**config.mk**
```make
export PLATFORM = sky130hd
export DESIGN_NAME = du_dmem_link
export DESIGN_NICKNAME = d
export VERILOG_FILES = /design/src/du_pkg.sv /design/src/du_cmd_rx.sv /design/src/du_dmem.sv /design/src/du_dmem_tx.sv /design/src/du_dmem_link.sv
export VERILOG_INCLUDE_DIRS = /design/src /design/src/src
export SDC_FILE = /design/constraint.sdc
export NUM_CORES = 1
export LEC_CHECK = 0
export BUFFER_PORTS_ARGS = -buffer_cell sky130_fd_sc_hd__buf_2
export CORE_AREA = 2 2 283 285
export CTS_CLUSTER_DIAMETER = 100
export CTS_CLUSTER_SIZE = 24
export DETAILED_ROUTE_END_ITERATION = 8
export DIE_AREA = 0 0 285 287
export PLACE_DENSITY = 0.75
export SYNTH_ARGS = -nofsm -noshare
export SYNTH_HDL_FRONTEND = slang
export SYNTH_SLANG_ARGS = --single-unit
```
**constraint.sdc**
```tcl
create_clock -name clk -period 3.2 [get_ports clk]
set_input_delay 0.32 -clock clk [delete_from_list [all_inputs] [get_ports clk]]
set_output_delay 0.32 -clock clk [all_outputs]
set_load 0.01 [all_outputs]
```
**src/du_defines.svh**
```systemverilog
`ifndef DU_DEFINES_SVH
`define DU_DEFINES_SVH

// Data memory word width
`define DU_NB_DATA 32

// UART byte width
`define DU_NB_UART 8

// Data memory address width
`define DU_NB_ADDR 5

// Data memory depth in words
`define DU_MEM_WORDS 32

// Bytes per memory word, LSB first on the link
`define DU_BYTES_PER_WORD 4

`endif

```
**src/du_pkg.sv**
```systemverilog
`default_nettype none

`include "du_defines.svh"

package du_pkg;

    // Command opcodes, first byte of every frame
    typedef enum logic [`DU_NB_UART-1:0] {
        CMD_WRITE = 8'h01,
        CMD_DUMP  = 8'h02
    } du_cmd_e;

    // Command decoder states
    typedef enum logic [2:0] {
        OPCODE,
        ADDR,
        DATA,
        COUNT,
        ISSUE
    } du_rx_state_e;

    // Transmitter states, one-hot
    typedef enum logic [4:0] {
        IDLE = 5'b00001,
        READ = 5'b00010,
        LOAD = 5'b00100,
        SEND = 5'b01000,
        DONE = 5'b10000
    } du_tx_state_e;

    // Memory write port
    typedef struct packed {
        logic                   en;
        logic [`DU_NB_ADDR-1:0] addr;
        logic [`DU_NB_DATA-1:0] data;
    } dmem_wr_t;

    // Dump request, count holds words minus one
    typedef struct packed {
        logic                   valid;
        logic [`DU_NB_ADDR-1:0] addr;
        logic [`DU_NB_ADDR-1:0] count;
    } dump_req_t;

endpackage

`default_nettype wire

```
**src/du_cmd_rx.sv**
```systemverilog
`timescale 1ns/1ps
`default_nettype none

`include "du_defines.svh"

module du_cmd_rx (
    input  wire logic                   clk,
    input  wire logic                   i_rst,
    input  wire logic                   i_rx_done,
    input  wire logic [`DU_NB_UART-1:0] i_rx_data,
    output logic                        o_rd,
    input  wire logic                   i_tx_busy,
    output du_pkg::dmem_wr_t            o_wr,
    output du_pkg::dump_req_t           o_dump
);
    import du_pkg::*;

    du_rx_state_e           state_reg;
    du_rx_state_e           state_next;
    du_cmd_e                op_reg;
    du_cmd_e                op_next;
    logic [1:0]             byte_cnt_reg;
    logic [1:0]             byte_cnt_next;
    logic [`DU_NB_ADDR-1:0] addr_reg;
    logic [`DU_NB_ADDR-1:0] addr_next;
    logic [`DU_NB_ADDR-1:0] count_reg;
    logic [`DU_NB_ADDR-1:0] count_next;
    logic [`DU_NB_DATA-1:0] data_reg;
    logic [`DU_NB_DATA-1:0] data_next;

    // Pop only while a frame is being collected and no dump is running
    assign o_rd = i_rx_done && (state_reg != ISSUE) && !i_tx_busy;

    always_ff @(posedge clk) begin
        if (i_rst) begin
            state_reg    <= OPCODE;
            op_reg       <= CMD_WRITE;
            byte_cnt_reg <= 2'd0;
        end else begin
            state_reg    <= state_next;
            op_reg       <= op_next;
            byte_cnt_reg <= byte_cnt_next;
        end
    end

    // Frame payload
    always_ff @(posedge clk) begin
        addr_reg  <= addr_next;
        count_reg <= count_next;
        data_reg  <= data_next;
    end

    always_comb begin
        state_next    = state_reg;
        op_next       = op_reg;
        byte_cnt_next = byte_cnt_reg;
        addr_next     = addr_reg;
        count_next    = count_reg;
        data_next     = data_reg;

        case (state_reg)
            OPCODE: begin
                // Unknown opcodes are popped and dropped here
                if (o_rd && (i_rx_data == CMD_WRITE || i_rx_data == CMD_DUMP)) begin
                    op_next    = du_cmd_e'(i_rx_data);
                    state_next = ADDR;
                end
            end
            ADDR: begin
                if (o_rd) begin
                    addr_next     = i_rx_data[`DU_NB_ADDR-1:0];
                    byte_cnt_next = 2'd0;
                    state_next    = (op_reg == CMD_WRITE) ? DATA : COUNT;
                end
            end
            DATA: begin
                if (o_rd) begin
                    // Newest byte enters at the top, first byte ends up as LSB
                    data_next     = {i_rx_data, data_reg[`DU_NB_DATA-1:`DU_NB_UART]};
                    byte_cnt_next = byte_cnt_reg + 2'd1;
                    if (byte_cnt_reg == 2'(`DU_BYTES_PER_WORD - 1)) begin
                        state_next = ISSUE;
                    end
                end
            end
            COUNT: begin
                if (o_rd) begin
                    count_next = i_rx_data[`DU_NB_ADDR-1:0];
                    state_next = ISSUE;
                end
            end
            ISSUE: begin
                state_next = OPCODE;
            end
            default: begin
                state_next = OPCODE;
            end
        endcase
    end

    // Strobes come from the registered ISSUE state
    always_comb begin
        o_wr.en      = (state_reg == ISSUE) && (op_reg == CMD_WRITE);
        o_wr.addr    = addr_reg;
        o_wr.data    = data_reg;
        o_dump.valid = (state_reg == ISSUE) && (op_reg == CMD_DUMP);
        o_dump.addr  = addr_reg;
        o_dump.count = count_reg;
    end

endmodule

`default_nettype wire

```
**src/du_dmem.sv**
```systemverilog
`timescale 1ns/1ps
`default_nettype none

`include "du_defines.svh"

module du_dmem (
    input  wire logic                   clk,
    input  wire du_pkg::dmem_wr_t       i_wr,
    input  wire logic                   i_rd_en,
    input  wire logic [`DU_NB_ADDR-1:0] i_rd_addr,
    output logic      [`DU_NB_DATA-1:0] o_rd_data
);

    logic [`DU_NB_DATA-1:0] mem [`DU_MEM_WORDS];
    logic [`DU_NB_DATA-1:0] rd_data_reg;

    // Write port
    always_ff @(posedge clk) begin
        if (i_wr.en) begin
            mem[i_wr.addr] <= i_wr.data;
        end
    end

    // Registered read, data shows up the cycle after the enable
    always_ff @(posedge clk) begin
        if (i_rd_en) begin
            rd_data_reg <= mem[i_rd_addr];
        end
    end

    assign o_rd_data = rd_data_reg;

endmodule

`default_nettype wire

```
**src/du_dmem_tx.sv**
```systemverilog
`timescale 1ns/1ps
`default_nettype none

`include "du_defines.svh"

module du_dmem_tx (
    input  wire logic                   clk,
    input  wire logic                   i_rst,
    input  wire du_pkg::dump_req_t      i_dump,
    output logic                        o_rd_en,
    output logic      [`DU_NB_ADDR-1:0] o_rd_addr,
    input  wire logic [`DU_NB_DATA-1:0] i_rd_data,
    input  wire logic                   i_tx_full,
    output logic                        o_tx_wr,
    output logic      [`DU_NB_UART-1:0] o_tx_data,
    output logic                        o_busy,
    output logic                        o_done
);
    import du_pkg::*;

    du_tx_state_e           state_reg;
    du_tx_state_e           state_next;
    logic [`DU_NB_ADDR-1:0] addr_reg;
    logic [`DU_NB_ADDR-1:0] addr_next;
    logic [`DU_NB_ADDR-1:0] words_left_reg;
    logic [`DU_NB_ADDR-1:0] words_left_next;
    logic [1:0]             byte_cnt_reg;
    logic [1:0]             byte_cnt_next;
    logic [`DU_NB_DATA-1:0] shift_reg;
    logic [`DU_NB_DATA-1:0] shift_next;

    always_ff @(posedge clk) begin
        if (i_rst) begin
            state_reg      <= IDLE;
            addr_reg       <= '0;
            words_left_reg <= '0;
            byte_cnt_reg   <= 2'd0;
        end else begin
            state_reg      <= state_next;
            addr_reg       <= addr_next;
            words_left_reg <= words_left_next;
            byte_cnt_reg   <= byte_cnt_next;
        end
    end

    // Outgoing word
    always_ff @(posedge clk) begin
        shift_reg <= shift_next;
    end

    always_comb begin
        state_next      = state_reg;
        addr_next       = addr_reg;
        words_left_next = words_left_reg;
        byte_cnt_next   = byte_cnt_reg;
        shift_next      = shift_reg;
        o_rd_en         = 1'b0;
        o_tx_wr         = 1'b0;
        o_done          = 1'b0;

        case (state_reg)
            IDLE: begin
                if (i_dump.valid) begin
                    addr_next       = i_dump.addr;
                    words_left_next = i_dump.count;
                    state_next      = READ;
                end
            end
            READ: begin
                o_rd_en    = 1'b1;
                state_next = LOAD;
            end
            LOAD: begin
                // Memory output is valid now
                shift_next    = i_rd_data;
                byte_cnt_next = 2'd0;
                state_next    = SEND;
            end
            SEND: begin
                // Stall in place while the FIFO is full
                if (!i_tx_full) begin
                    o_tx_wr       = 1'b1;
                    shift_next    = shift_reg >> `DU_NB_UART;
                    byte_cnt_next = byte_cnt_reg + 2'd1;
                    if (byte_cnt_reg == 2'(`DU_BYTES_PER_WORD - 1)) begin
                        if (words_left_reg == '0) begin
                            state_next = DONE;
                        end else begin
                            words_left_next = words_left_reg - 1'b1;
                            // Wraps modulo memory depth
                            addr_next       = addr_reg + 1'b1;
                            state_next      = READ;
                        end
                    end
                end
            end
            DONE: begin
                o_done     = 1'b1;
                state_next = IDLE;
            end
            default: begin
                state_next = IDLE;
            end
        endcase
    end

    assign o_rd_addr = addr_reg;
    assign o_tx_data = shift_reg[`DU_NB_UART-1:0];
    assign o_busy    = (state_reg == READ) || (state_reg == LOAD) || (state_reg == SEND);

endmodule

`default_nettype wire

```
**src/du_dmem_link.sv**
```systemverilog
`timescale 1ns/1ps
`default_nettype none

`include "du_defines.svh"

module du_dmem_link (
    input  wire logic                   clk,
    input  wire logic                   i_rst,
    // Receive FIFO, first-word fall-through
    input  wire logic                   i_rx_done,
    input  wire logic [`DU_NB_UART-1:0] i_rx_data,
    output logic                        o_rd,
    // Transmit FIFO
    input  wire logic                   i_tx_full,
    output logic                        o_tx_wr,
    output logic      [`DU_NB_UART-1:0] o_tx_data,
    output logic                        o_done
);
    import du_pkg::*;

    dmem_wr_t               dmem_wr;
    dump_req_t              dump_req;
    logic                   rd_en;
    logic [`DU_NB_ADDR-1:0] rd_addr;
    logic [`DU_NB_DATA-1:0] rd_data;
    logic                   tx_busy;

    // Frame decoder
    du_cmd_rx u_cmd_rx (
        .clk       (clk),
        .i_rst     (i_rst),
        .i_rx_done (i_rx_done),
        .i_rx_data (i_rx_data),
        .o_rd      (o_rd),
        .i_tx_busy (tx_busy),
        .o_wr      (dmem_wr),
        .o_dump    (dump_req)
    );

    du_dmem u_dmem (
        .clk       (clk),
        .i_wr      (dmem_wr),
        .i_rd_en   (rd_en),
        .i_rd_addr (rd_addr),
        .o_rd_data (rd_data)
    );

    // Dump engine, holds off the decoder while busy
    du_dmem_tx u_dmem_tx (
        .clk       (clk),
        .i_rst     (i_rst),
        .i_dump    (dump_req),
        .o_rd_en   (rd_en),
        .o_rd_addr (rd_addr),
        .i_rd_data (rd_data),
        .i_tx_full (i_tx_full),
        .o_tx_wr   (o_tx_wr),
        .o_tx_data (o_tx_data),
        .o_busy    (tx_busy),
        .o_done    (o_done)
    );

endmodule

`default_nettype wire

```
-- After elaboration in Yosys (flattened, before gate mapping)
Memory sizes are Yosys's and may differ from the RTL's. A register that Yosys moved wholly into a read port is not among the register bits.
Cells that the tools add are included.
- memories: 1
- register bits after elaboration: 104
- input port bits: 12
- RAM bits: 1024
- reduce and logical (&&, ||, !) cells: 23
- $add $sub $neg: 4
- equality and inequality tests: 25
- muxes and demuxes: 35
- memories (memory ; depth ; bits a word ; rd ports ; clocked after memory_dff ; wr ports ; line ; text):
    u_dmem.mem ; 32 ; 32 ; 1 ; 1 ; 1 ; du_dmem.sv:14 ; logic [`DU_NB_DATA-1:0] mem [`DU_MEM_WORDS];
- operator list (kind ; count):
    $pmux 32 s2 ; 1
    $mux 5 ; 12
    $mux 32 ; 1
    $pmux 5 s2 ; 2
    $pmux 5 s4 ; 1
    $eq 8x1->1 const B ; 2
    $eq 8x2->1 const B ; 2
    $mux 3 ; 5
    $ne 2x1->1 const B ; 6
    $pmux 3 s4 ; 1
    $reduce_and 2->1 ; 5
    $reduce_and 5->1 ; 2
    $pmux 2 s2 ; 2
    $mux 1 ; 7
    $eq 3x2->1 const B ; 2
    $mux 2 ; 3
    $ne 2x2->1 const B ; 3
    $reduce_and 3->1 ; 2
    $reduce_bool 2->1 ; 3
    $add 5x1->5 const B ; 1
    $eq 5x1->1 const B ; 1
    $eq 5x2->1 const B ; 1
    $eq 5x3->1 const B ; 1
    $eq 5x4->1 const B ; 1
    other kinds (12) ; 20

-- Logic depth before layout (Yosys ltp)
- word-level depth: 8
- mapped depth: 8
- gate-level depth less buffers: 7

-- Modules after synthesis
A second synthesis with hierarchy kept.
- cell total of the unflattened synthesis: 2635
- area, all modules: 45172.1 sq um
- modules (own cells, without submodules) (module ; area each (sq um) ; cells each ; sequential area each (sq um) ; instances):
    du_dmem ; 40805.4 ; 2260 ; 31710.4 ; 1
    du_dmem_tx ; 2432.3 ; 257 ; 1301.2 ; 1
    du_cmd_rx ; 1934.4 ; 118 ; 1521.5 ; 1

-- Worst setup path after synthesis
No wires, ideal clock.
- path kind: register to register
- start point: register u_cmd_rx.state_reg[2]
- end point: memory u_dmem.mem[12][0] (netlist name) (enable)
- path slack: 0.074 ns
- stages on the path, launching flop included: 7
- clock period less this slack: 3.126 ns
- data arrival time: 2.705 ns
- cell sequence: dfxtp_1 -> nor3b_1 -> and4_1 -> nor2b_1 -> nand2b_1 -> clkbuf_1 -> nor2_1
- longest elaborated chain between the ends: 4
- RTL lines (element ; line ; text):
    from (decl) ; du_cmd_rx.sv:18 ; du_rx_state_e state_reg;
    from (signal assigned) ; du_cmd_rx.sv:40 ; state_reg <= state_next;
    $eq 3x3->1 ; du_cmd_rx.sv:103 ; o_wr.en = (state_reg == ISSUE) && (op_reg == CMD_WRITE);
    $logic_and 1x1->1 ; du_cmd_rx.sv:103 ;
    $mux 1 ; du_dmem.sv:19 ; if (i_wr.en) begin
    $mux 1 (implied by the code) ; du_dmem.sv:20 ; mem[i_wr.addr] <= i_wr.data;
    to (decl) ; du_dmem.sv:14 ;
Every way passes these cells.

==> implementation parameters <==
Parameter                              Value

Run status
  Status    finished, final reports clean

Clock network
  Number of buffers between clock root and the deepest sink    3
  Clock transition at path regs    0.10 ns
  Total clock buffers created by CTS    54
  Clock tree from TritonCTS    built
  Cell at the root of the clock tree    clkbuf_16
  Deepest level of the CTS H-tree    2
  Post-cts resize count    0
  Post-CTS setup buffer count    0
  Hold-fix buffer count after cts    10
  Clock insertion delay at the later pin of the skew report    between 0.6 and 0.7 ns
  TritonCTS sink count    1160

Place
  Global placer's final weighted congestion    0.858
  Placed wire-length estimate    58700 um
  Number of buffer cells added on primary ports    22
  Cell Area, Placed    46800 um^2
  Placed cell count    about 3.2k
  Placement-stage worst setup slack    0.305 ns

Synth
  Proportion of netlist area held by the largest area contributor    76.4%
  EDFF count, synth    1130
  Total of warnings raised by yosys    0
  Total standard cell area after synthesis    44400 um^2
  Largest cells by area after synthesis    edfxtp_1, mux4_2, mux2i_1, mux2_2, dfxtp_1
  Synthesized netlist net count    around 2.2k
  Proportion of synthesized flip-flops having asynchronous set or reset    0%
  Leading register cell type out of synthesis    edfxtp_1
  Count of different cell masters after synthesis    56
  Commonest cells post-synth    edfxtp_1, mux4_2, mux2i_1
  Number of standard cells after synthesis    between 2k and 2.5k
  Seq/Total Area, Yosys    77.8%
  Average footprint of a synthesized cell    20.4 um^2
  Count leader, synth    edfxtp_1
  Total of flip-flops plus latches after synthesis    roughly 1.2k
  Synth area leader    edfxtp_1

Layout
  Number of inserted diodes    0
  Fin cells    3322
  Final #Nets    2264
  Largest Register    u_dmem.mem
  P&R area growth vs syn    9.10%
  Share of layout cells above drive strength 1    a little over a fifth
  Largest register FFs    1024
  Finished Cell Area    ~48000 um^2
  Util after Layout    61.6%

Drt
  Per-cell routed wire length    just over 30 um
  Number of DRC markers after the initial detailed-route iteration    roughly 2.5k
  Number of routed nets with antenna violations    0
  Number of vias per cell    6.55
  Sum of routed wire length over all layers    102000 um
  DR pass1 iterations    6
  DRC errors left    0
  Total vias in the final route    21.8k

Floorplan
  Initial Utilization    between 50% and 60%
  Die X-Extent    between 200 and 300 um
  Number of standard-cell rows in the floorplan    103
  Number of primary I/O pins    23
  Floorplan die height    287 um
  Die ar.    81800 um^2
  Area of the placeable core    slightly below 80000 um^2

Global route
  Global-route usage over all layers    25.1%
  Vias in the first global route    between 20k and 25k
  Number of antenna violations at the first check in global routing    3
  GRT overflow    0
  Largest net degree at the start of global routing    55
  Wire length of the first global-routing pass    148000 um

Timing
  Final critical-path required period    2.95 ns
  Fmax    339 MHz
  Part of the cycle the worst path needs    92.2%
  Worst Clk Skew    0.0259 ns
  Count of endpoints failing setup in the final report    0
  Max-slew violation count    0
  PnR worst setup slack    roughly 0.25 ns
  Slew headroom    about 15%
  Total count of hold-check failures in the final report    0
  Final total negative setup slack    0 ns
  Least-Margin Pin Slew    1.28 ns
  Final-layout worst hold slack    roughly 0.065 ns
  Setup repair after global routing missed its margin    no

Worst setup path
  Highest net fanout along the worst path    23
  WS Path Type    register to register
  Arrival @ worst endpoint    3.48 ns
  FF-to-FF Start    u_dmem_tx.o_rd_addr[0]$_SDFFE_PP0P_
  Crit path required time    3.73 ns
  Startpoint kind of the worst setup timing path    register
  Critical Path Start    u_dmem_tx.o_rd_addr[0]$_SDFFE_PP0P_
  Type of element capturing the critical path    register

Job
  Number of maximum-capacitance violations    0

Power and ir drop
  Power consumption    24.0 mW
  PD cells    496 nW/um^2
  Standby leakage power    between 10 and 15 nW
  Maximum VDD drop    approximately 0.00042 V

Worst hold path
  Hold WC Path Type    primary input to register
  Hold wc startpoint    i_rst
==> worst paths after layout <==
kind / to / slack, ns / cells after the start
setup / recovery: u_dmem.o_rd_data[2]$_DFFE_PP_ / 0.25 / 6
hold / removal: u_dmem_tx.byte_cnt_reg[0]$_SDFFE_PP0P_ / 0.06 / 2
setup reg to reg: u_dmem.o_rd_data[2]$_DFFE_PP_ / 0.25 / 6
hold reg to reg: u_dmem_tx.byte_cnt_reg[1]$_SDFFE_PP0P_ / 0.47 / 2
==> report_power, final <==
part           leakage [nW]  internal (mW)  switching [mW]
Sequential             10.4           16.4         0.00298
Clock                 0.725           3.20            4.39
Combinational          3.29         0.0163          0.0223
Total                  14.4           19.6            4.41
==> layout by cell type, fill, tap and decap left out, types with 6 or more instances in the layout <==
cell type      Yosys  routed
edfxtp_1        1130    1130
mux4_2           192     192
mux2i_1          163     163
nand2_1           96      95
buf_4             13      75
o22ai_1           64      64
mux2_2            64      64
clkbuf_16          0      55
nor2_1            79      46
nor3_1            41      41
buf_12             0      38
or3_1             34      34
nor2_4             0      33
a22o_1            32      32
dfxtp_1           30      27
clkbuf_1          45      22
buf_2             52      22
a21oi_1           12      12
nand3_1           10      10
dlygate4sd3_1      0      10
and2_1             9       9
and3_1             8       8
nand3b_1           7       7
o21ai_0            7       7
nor2b_1            8       6
==> critical path: stages, from the launching register on <==
cell and delay (ns):
dfxtp_4 0.80, buf_4 0.32, or2_2 0.59, buf_4 0.31
o22ai_1 0.13, nor3_1 0.45, or3_1 0.20
==> per-layer routing <==
layer | global-route usage (%) | part of all wire, % | vias to the layer above
li1 | - | - | 8956
met1 | 34.4 | 38 | 11400
met2 | 41.0 | 49 | 1199
met3 | 4.74 | 9.2 | 190
met4 | 8.85 | 3.8 | 2
met5 | 0 | 0.013 | -
==> cells by family (layout without fill, tap and decap cells) <==
logic type               count (synthesis)  after routing  share of synthesized area [%]
multiplexers                           419            419                           15.0
buffers and inverters                  130            230                           1.39
adder cells (fa/ha/maj)                  4              4                          0.113
AND/OR/NAND/NOR                        319            319                           3.45
AO/OA/AOI/OAI                          138            138                           2.20
flip-flops                            1160           1160                           77.8
XOR/XNOR                                 2              2                         0.0395
==> cell type report <==
cell class / instances / area (um^2)
clock inverters: 3 / 48.8
multi-input cells: 882 / 9530
clock buffers: 77 / 1460
flip-flops and latches: 1160 / 34500
fillers: 5262 / 30200
inverters: 5 / 18.8
repair buffers: 145 / 1530
well taps: 1050 / 1310
No activity file was read; power rests on OpenSTA's default activity.
